<file path="config.mk">
export PLATFORM = sky130hd
export DESIGN_NAME = stats_issue_ctrl
export DESIGN_NICKNAME = d
export VERILOG_FILES = /design/src/logic/stats_issue_ctrl.sv
export VERILOG_INCLUDE_DIRS = /design/src /design/src/logic
export SDC_FILE = /design/constraint.sdc
export NUM_CORES = 1
export LEC_CHECK = 0
export ABC_AREA = 1
export BUFFER_PORTS_ARGS = -buffer_cell sky130_fd_sc_hd__buf_2
export CELL_PAD_IN_SITES_DETAIL_PLACEMENT = 0
export CELL_PAD_IN_SITES_GLOBAL_PLACEMENT = 1
export CORE_AREA = 2 2 39 41
export CTS_CLUSTER_SIZE = 12
export DETAILED_ROUTE_END_ITERATION = 8
export DIE_AREA = 0 0 41 43
export PLACE_DENSITY_LB_ADDON = 0.12
export SLEW_MARGIN = 40
export SYNTH_ARGS = -nofsm -noshare
export SYNTH_HDL_FRONTEND = slang
export SYNTH_SLANG_ARGS = --single-unit
</file>
<file path="constraint.sdc">
create_clock -name clk -period 2 [get_ports clk]
set_clock_uncertainty 0.2 [all_clocks]
set_input_delay 0.4 -clock clk [delete_from_list [all_inputs] [get_ports clk]]
set_output_delay 0.4 -clock clk [all_outputs]
set_load 0.1 [all_outputs]
</file>
<file path="src/logic/frame_stats_defines.svh">
`ifndef FRAME_STATS_DEFINES_SVH
`define FRAME_STATS_DEFINES_SVH

// --------------------
// Frame geometry
// --------------------
`define FRAME_ROWS 45
`define FRAME_COLS 45

// Tag carried alongside every frame and result
`define TAG_W 8

// --------------------
// Buffer sizing
// --------------------
`define IN_FIFO_DEPTH  8   // Power of two
`define OUT_FIFO_DEPTH 4   // Power of two, also the credit limit

`endif

</file>
<file path="src/logic/stats_issue_ctrl.sv">
`timescale 1ns/100ps
`default_nettype none

`include "frame_stats_defines.svh"

module stats_issue_ctrl (
  input  wire logic clk,
  input  wire logic rst_n,

  input  wire logic in_empty_i,  // Input FIFO has nothing to issue
  input  wire logic pop_i,       // Accepted pop from the output FIFO

  output logic      issue_o      // Pop input FIFO, start the pipeline
);

  // Counter has to reach OUT_FIFO_DEPTH itself
  localparam int CREDIT_W = $clog2(`OUT_FIFO_DEPTH + 1);

  // --------------------
  // Credit state
  // --------------------
  // Results issued but not yet popped, in flight or stored
  logic [CREDIT_W-1:0] reserved_q;
  logic [CREDIT_W-1:0] reserved_d;
  logic                has_credit;

  assign has_credit = (reserved_q < `OUT_FIFO_DEPTH);

  // Out FIFO can never overflow while this holds
  assign issue_o = !in_empty_i && has_credit;

  // --------------------
  // Counter update
  // --------------------
  always_comb begin
    reserved_d = reserved_q;
    case ({issue_o, pop_i})
      2'b10:   reserved_d = reserved_q + 1'b1;  // New frame claims a slot
      2'b01:   reserved_d = reserved_q - 1'b1;  // Consumer freed a slot
      default: reserved_d = reserved_q;         // Both or neither cancel out
    endcase
  end

  // A pop always refers to a reserved result, so no underflow
  always_ff @(posedge clk) begin
    if (!rst_n) begin
      reserved_q <= '0;
    end else begin
      reserved_q <= reserved_d;
    end
  end

endmodule

`default_nettype wire

</file>
==> run metrics <==
status=finished clean; Pre-Repair DR Iteration Count=2; CTS Buf Count=3; hold path cells=3; Crit. End Element=register; GPL Wtd Cong=roughly 0.7; worst-path fanout max=3; synth warn=0; crit start category=register; count of buffers from port buffering=4; Initial DRC Count=2; n_diodes=0; worst path required time=between 1.5 and 2 ns; final hold slack=roughly 0.23 ns; Tmin final=around 1.7 ns; Syn Std Cell Area=~180 sq um; commonest non-fill, non-tap cell in the layout=inv_1; initial antenna violation count=0; Total GRT Usage=about 5.3%; FF+latch count, synth=3; Seq/Total Area, Yosys=around a third; ANT nets after route=0; top cell type's share of synthesized area=approximately a third; clk sink count=3; Fmax=582.0 MHz; DP Area=between 200 and 250 sq um; max-cap viol count=0; layout cell share with drive strength beyond 1=just under 40%; HP Class=input pin to register; fin crit share=about 86%; number of global-route vias before repair=~160; num ports=5; hold_buf cts=0; area leader, netlist=dfxtp_1; Clk pin slew, worst setup/hold paths=approximately 0.040 ns; H-tree levels=1; Power Density=just over 1000 nW/um^2; RR Endpoint=reserved_q[2]; Reg2Reg Depth=11; Via density=around 3.3; setup violators final=0; chip height=~43 um; Rows=14; wirelength, routed=between 300 and 400 um; Worst EP arrival=approximately 1.6 ns; hold endpoint=reserved_q[2]; unrepaired setup endpoints after global routing=false; Core ar.=~1400 sq um; Root Buffer=clkbuf_4; via count=roughly 160; gr ovfl total=0; die area=approximately 1800 sq um; Slew @ Worst Pin=just under 0.5 ns; sequential cell area=60.06 sq um; DRC viols=0; first-pass GRT wire length=about 550 um; post-CTS setup buffers=0; Final #Nets=40; Wirelength per Cell=roughly 6.7 um; synthesized instance count=25; FF-to-FF Start=reserved_q[2]; leak pwr=0.0001246 uW; max FFs per register=3; Regs by FF count=reserved_q x3; cts repair resizes=0; Hold Vio Cnt, Final=0; Layout area overhead=42.66%; fillers=~160; largest net degree at the start of global routing=5; VDD IR max=about 0.00018 V; most frequent cells in the layout=5 x inv_1, 4 x buf_2; Worst R2R Setup Slack=approximately 0.28 ns; Avg Cell Area, Syn=7.157 sq um; setup TNS=0 ns; Skew-Pair Late Insertion Delay=0.23 ns; Worst Min Path Start=rst_n; Slew HR=about two thirds; clk buf depth=2; DP HPWL=approximately 270 um; Max Slew Vio Count=0; Setup Crit Path Kind=register to register; initial core utilization=approximately 13%; die width=between 40 and 50 um; Synth cell types=12; synth top area cells=dfxtp_1 34%, fa_1 11%, inv_1 10%, ha_1 7.0%, inv_2 6.3%; TritonCTS clock tree=built; post-route design area=255.2 sq um; area of the multi-input gates=98.84 sq um; largest reg by FF count=reserved_q; net count after synthesis=31
[through the flow]
step / std cells / utilization (%) / setup WS, ns / power, uW
6_report: 49 / 18.44 / 0.2817 / 261.6
5_1_grt: 49 / 18.44 / 0.1599 / 284.7
4_1_cts: 49 / 18.44 / 0.2627 / 271.6
3_5_place_dp: 45 / 16.55 / 0.1580 / 159.3
3_3_place_gp: 45 / 16.55 / 0.1403 / 161.0
2_1_floorplan: 25 / - / -0.02980 / 144.6
[final cells by class]
type                       count  share of cell area, %
inverter                       8                  11.76
multi-input combinational     14                  38.73
timing repair buffer           4                  7.843
tap                           16                  7.843
clock buffer                   4                  10.29
sequential                     3                  23.53
[metal layers]
| metal | up-vias | wire [um] | track usage, % |
|---|---|---|---|
| li1 | 91 | - | - |
| met1 | 66 | 131 | 5.145 |
| met2 | 4 | 151 | 5.938 |
| met3 | 2 | 35 | 1.571 |
| met4 | 0 | 10 | 10.00 |
| met5 | - | 0 | 0 |
[how the worst max path moves through the flow]
| stage | startpoint | end | slack, ns |
|---|---|---|---|
| 2_1_floorplan | in_empty_i | reserved_q[1] | -0.03 |
| 3_3_place_gp | in_empty_i | reserved_q[2] | 0.14 |
| 3_5_place_dp | in_empty_i | reserved_q[2] | 0.16 |
| 4_1_cts | reserved_q[2] | reserved_q[2] | 0.26 |
| 5_1_grt | reserved_q[2] | reserved_q[2] | 0.16 |
| 6_report | reserved_q[2] | reserved_q[2] | 0.28 |
[power by group]
part           total [uW]  switching [uW]  internal (uW)
registers            77.9            6.99           70.9
logic                79.6            52.5           27.1
clock network         104            29.5           74.6
total                 262            88.9            173
[kinds of logic after synthesis]
| logic type | after synthesis | share of synthesized area (%) |
|---|---|---|
| AOI/OAI and AO/OA | 4 | 11.19 |
| and+or+nand+nor | 8 | 20.28 |
| DFF | 3 | 33.57 |
| adders and majority gates | 2 | 18.18 |
| buffers and inverters | 8 | 16.78 |
[Yosys cell counts]
library cell / n
a21oi_1: 2
dfxtp_1: 3
fa_1: 1
ha_1: 1
inv_1: 5
inv_2: 3
nand2_1: 3
nand2_2: 1
nand3_1: 1
nand4_1: 1
nor2_1: 2
o21ai_1: 2
[worst max-delay path, cell delays in order, from the launching register on]
cell     delay (ns)
dfxtp_1        0.39
nor2_4         0.04
inv_1          0.05
ha_2           0.17
inv_2          0.05
fa_1           0.39
inv_1          0.07
nand2_1        0.06
nand3_1        0.07
nand2_1        0.05
inv_1          0.04
nor2_1         0.04
(Power assumes the default switching activity.)
