**src/logic/frame_stats_defines.svh**
```systemverilog
`ifndef FRAME_STATS_DEFINES_SVH
`define FRAME_STATS_DEFINES_SVH

// --------------------
// Frame geometry
// --------------------
`define FRAME_ROWS 45
`define FRAME_COLS 45

// Tag carried alongside every frame and result
`define TAG_W 8

// --------------------
// Buffer sizing
// --------------------
`define IN_FIFO_DEPTH  8   // Power of two
`define OUT_FIFO_DEPTH 4   // Power of two, also the credit limit

`endif

```
**src/logic/frame_pkg.sv**
```systemverilog
`default_nettype none

`include "frame_stats_defines.svh"

package frame_pkg;

  // Bits in one bitmap
  localparam int FRAME_BITS = `FRAME_ROWS * `FRAME_COLS;

  // Row r sits in data[r*FRAME_COLS +: FRAME_COLS]
  typedef struct packed {
    logic [`TAG_W-1:0]     tag;
    logic [FRAME_BITS-1:0] data;
  } frame_t;

  // Level flags of one FIFO
  typedef struct packed {
    logic empty;
    logic almost_empty;  // Exactly one entry
    logic almost_full;   // One slot left
    logic full;
  } fifo_flags_t;

endpackage

`default_nettype wire

```
**src/logic/frame_fifo.sv**
```systemverilog
`timescale 1ns/100ps
`default_nettype none

module frame_fifo #(
  parameter type         T_PAYLOAD = logic [7:0],
  parameter int unsigned DEPTH     = 4
) (
  input  wire logic               clk,
  input  wire logic               rst_n,

  input  wire T_PAYLOAD           data_i,
  input  wire logic               wr_valid_i,
  input  wire logic               rd_valid_i,

  output T_PAYLOAD                data_o,
  output frame_pkg::fifo_flags_t  flags_o
);

  localparam int ADDR_W = $clog2(DEPTH);

  // --------------------
  // Storage and pointers
  // --------------------
  T_PAYLOAD          mem [DEPTH];
  logic [ADDR_W:0]   wr_ptr;        // Top bit is the wrap flag
  logic [ADDR_W:0]   rd_ptr;
  logic [ADDR_W-1:0] wr_addr;
  logic [ADDR_W-1:0] rd_addr;
  logic [ADDR_W:0]   fill;          // Entries stored

  logic empty;
  logic full;
  logic do_write;
  logic do_read;

  assign wr_addr = wr_ptr[ADDR_W-1:0];
  assign rd_addr = rd_ptr[ADDR_W-1:0];
  assign fill    = wr_ptr - rd_ptr;

  // --------------------
  // Level flags
  // --------------------
  assign empty = (wr_ptr == rd_ptr);
  assign full  = (wr_addr == rd_addr) && (wr_ptr[ADDR_W] != rd_ptr[ADDR_W]);

  assign flags_o.empty        = empty;
  assign flags_o.almost_empty = (fill == 1);
  assign flags_o.almost_full  = (fill == DEPTH - 1);
  assign flags_o.full         = full;

  // Strobes only count when the FIFO can take them
  assign do_write = wr_valid_i && !full;
  assign do_read  = rd_valid_i && !empty;

  // Head shown without a read delay
  assign data_o = mem[rd_addr];

  always_ff @(posedge clk) begin
    if (!rst_n) begin
      for (int i = 0; i < DEPTH; i++) begin
        mem[i] <= '0;
      end
    end else if (do_write) begin
      mem[wr_addr] <= data_i;
    end
  end

  // --------------------
  // Pointer update
  // --------------------
  always_ff @(posedge clk) begin
    if (!rst_n) begin
      wr_ptr <= '0;
    end else if (do_write) begin
      wr_ptr <= wr_ptr + 1'b1;  // Wraps into the top bit
    end
  end

  always_ff @(posedge clk) begin
    if (!rst_n) begin
      rd_ptr <= '0;
    end else if (do_read) begin
      rd_ptr <= rd_ptr + 1'b1;
    end
  end

endmodule

`default_nettype wire

```
**config.mk**
```make
export PLATFORM = sky130hd
export DESIGN_NAME = frame_fifo
export DESIGN_NICKNAME = d
export VERILOG_FILES = /design/src/logic/frame_pkg.sv /design/src/logic/frame_fifo.sv
export VERILOG_INCLUDE_DIRS = /design/src /design/src/logic
export SDC_FILE = /design/constraint.sdc
export NUM_CORES = 1
export LEC_CHECK = 0
export BUFFER_PORTS_ARGS = -buffer_cell sky130_fd_sc_hd__buf_4
export CORE_MARGIN = 2
export CORE_UTILIZATION = 52
export DETAILED_ROUTE_END_ITERATION = 6
export HOLD_SLACK_MARGIN = 0.12
export PLACE_DENSITY = 0.79
export REMOVE_ABC_BUFFERS = 1
export SYNTH_ARGS = -nofsm -noshare
export SYNTH_HDL_FRONTEND = slang
export SYNTH_SLANG_ARGS = --single-unit
```
**constraint.sdc**
```tcl
create_clock -name clk -period 6.6 [get_ports clk]
set_clock_uncertainty 0.1 [all_clocks]
set_input_delay 0.66 -clock clk [delete_from_list [all_inputs] [get_ports clk]]
set_output_delay 0.66 -clock clk [all_outputs]
set_load 0.1 [all_outputs]
```
==> metrics.md <==
| Metric | Value |
|---|---|
| Via count | `1286` |
| IO Pins | `24` |
| Num rows | `22` |
| Top cells by area, synth | `edfxtp_1 48%, mux4_2 9.0%, and2_1 8.1%` |
| Largest net degree at the start of global routing | `25` |
| Worst-Skew Late Latency | `approximately 290 ps` |
| Vias in the first global route | `1300` |
| Crit path top cell by count | `inv_1` |
| Critical Path Sink Type | `output port` |
| Post-synthesis sequential area ratio | `0.5597` |
| Clk buf depth | `2` |
| Initial DRC count | `41` |
| CTS tree | `built` |
| Slowest cell delay on critical path | `540 ps` |
| Number of synthesized register bits | `40` |
| Buf/Inv on CP | `3` |
| Max-Cap Viols | `0` |
| WL final | `a little under 4000 µm` |
| DR DRC count | `0` |
| Unique masters post-synth | `33` |
| Grt total ovfl | `0` |
| GRT Total Usage | `0.2026` |
| Post-synthesis async set-or-reset flop share | `0` |
| Worst min path class | `reg2reg` |
| Post-Synthesis Cells | `151` |
| Ant. Diodes | `0` |
| Post-CTS Hold Buffers | `0` |
| Normalized max-slew margin | `0.2881` |
| Number of detailed-route iterations in the first pass | `4` |
| Share of cells above drive strength 1 | `0.2528` |
| CP Data Required Time | `5840 ps` |
| Commonest non-fill, non-tap cells in the layout | `32 x edfxtp_1, 26 x and2_1, 26 x buf_4` |
| Area grow syn2layout | `15.37%` |
| Total Nets Final | `194` |
| Final setup TNS | `0 ps` |
| Die Y-Extent | `about 66 µm` |
| Worst-margin pin slew | `~1100 ps` |
| Status | `completed` |
| Share of Yosys cell area claimed by the top area cell type | `0.4797` |
| Placer's final routability congestion estimate | `a little over 0.8` |
| Synth warnings | `0` |
| CTS root buf | `clkbuf_8` |
| Post-Syn Area | `2003 µm²` |
| FMAX | `~0.32 GHz` |
| Cells along the critical path | `inv_1, ha_1, and2_1, nand2_1, inv_1, buf_4` |
| WL per Instance | `between 15 and 20 µm` |
| Unrepaired setup endpoints after global routing | `no` |
| First-pass GRT wire length | `6375 µm` |
| Initial Util | `0.5431` |
| Main flop type after synthesis | `edfxtp_1` |
| Crit path launch type | `register` |
| Crit Path Max Fanout | `10` |
| Port buffer count | `23` |
| Critical path class | `reg2out` |
| Synth area leader | `edfxtp_1` |
| Post-Syn Area per Cell | `13.27 µm²` |
| Critical Path AT | `2370 ps` |
| Cts repair resizes | `0` |
| Clock transition at the registers of the reported paths | `80 ps` |
| Fillers | `296` |
| Sink Count | `40` |
| Crit path max-delay cell type | `dfxtp_1` |
| Routed Antenna Nets | `0` |
| Setup-failing EPs final | `0` |
| CTS HTree Levels | `2` |
| CTS buffer count | `5` |
| Slew Viols, Final | `0` |
| Delay-heaviest family, CP | `simple AND/OR/NAND/NOR gates` |
| Initial antenna violation count | `0` |
| Die ar. | `4365 µm²` |
| Fin crit share | `0.4740` |
| HPWL after DPL | `~2800 µm` |
| Width of the die | `66.07 µm` |
| Post-CTS setup buffer count | `0` |
| Final hold vios | `0` |
| Number of synthesized flops with an enable pin | `32` |
| Most common cell after layout, fill and taps aside | `edfxtp_1` |
| Vias per inst | `around 5.7` |
| Core Footprint | `3689 µm²` |
| Fin crit period | `3129 ps` |
==> cell families after synthesis <==
family                   synth area share
AND/OR/NAND/NOR                    0.2142
flip-flops                         0.5596
AO/OA/AOI/OAI                     0.05372
buffers and inverters             0.02498
multiplexers                      0.08994
adder cells (fa/ha/maj)           0.03498
XOR/XNOR                          0.02249
==> metal layers <==
metal,vias up,track usage,share of wire
li1,623,-,-
met1,626,0.2603,0.44
met2,31,0.3497,0.51
met3,6,0.03748,0.044
met4,0,0.06122,0.012
met5,-,0,0
==> path summary, 6_finish.rpt <==
check                                            start                      end  slack [ps]  cells past startpoint
worst max-delay path            wr_ptr[0]$_SDFFE_PN0P_               flags_o[0]        3470                      6
worst min-delay path            rd_ptr[0]$_SDFFE_PN0P_                 register         500                      2
worst max register to register  wr_ptr[0]$_SDFFE_PN0P_  mem[1][5]$_SDFFCE_PN0P_        3770                      6
worst min register to register  rd_ptr[0]$_SDFFE_PN0P_                 register         500                      2
==> Yosys cell counts (2+ instances only) <==
library cell and number:
edfxtp_1 32, and2_1 26, nand4_1 10, and3_1 8, dfxtp_1 8, mux4_2 8
nand3_1 6, nand2_1 5, ha_1 4, inv_1 4, o21ai_0 4, a31oi_1 3
clkbuf_1 3, nand3b_1 3, nor3_1 3, and3b_1 2, buf_4 2, nand2b_1 2
nor2b_1 2, nor3b_1 2, xnor2_1 2
==> area by class of cell <==
cell class	count	area [µm²]	area share
Tap cell	48	60.06	0.02599
Clock inverter	3	18.77	0.008121
Inverter	4	15.01	0.006497
Multi-Input combinational cell	100	832.0	0.3600
Sequential cell	40	1121	0.4851
Clock buffer	5	68.82	0.02978
Timing Repair Buffer	26	195.2	0.08446
==> per-stage QoR <==
stage	area (µm²)	setup slack, ps	cells	utilization	hold slack (ps)
final	2311	3471	226	0.6265	498.7
after global routing	2311	3283	226	0.6265	548.1
after CTS	2311	3474	226	0.6265	493.0
after detailed placement	2223	3788	218	0.6028	477.7
after global placement	2223	3882	218	0.6028	472.2
after floorplan	1968	2489	144	-	427.3
==> tightest hold or removal path, stage by stage, from the launching register on <==
cell     delay [ps]
dfxtp_1         370
nand4_1         110
nand3_1          70
==> state kept, by name (all words and copies together) (netlist names), named ones only <==
| signal | count |
|---|---|
| wr_ptr | 3 |
| rd_ptr | 3 |
| mem | 32 |
Power is not shown: default switching activity piles up to over one toggle a cycle in this logic, so the estimate is an artifact.
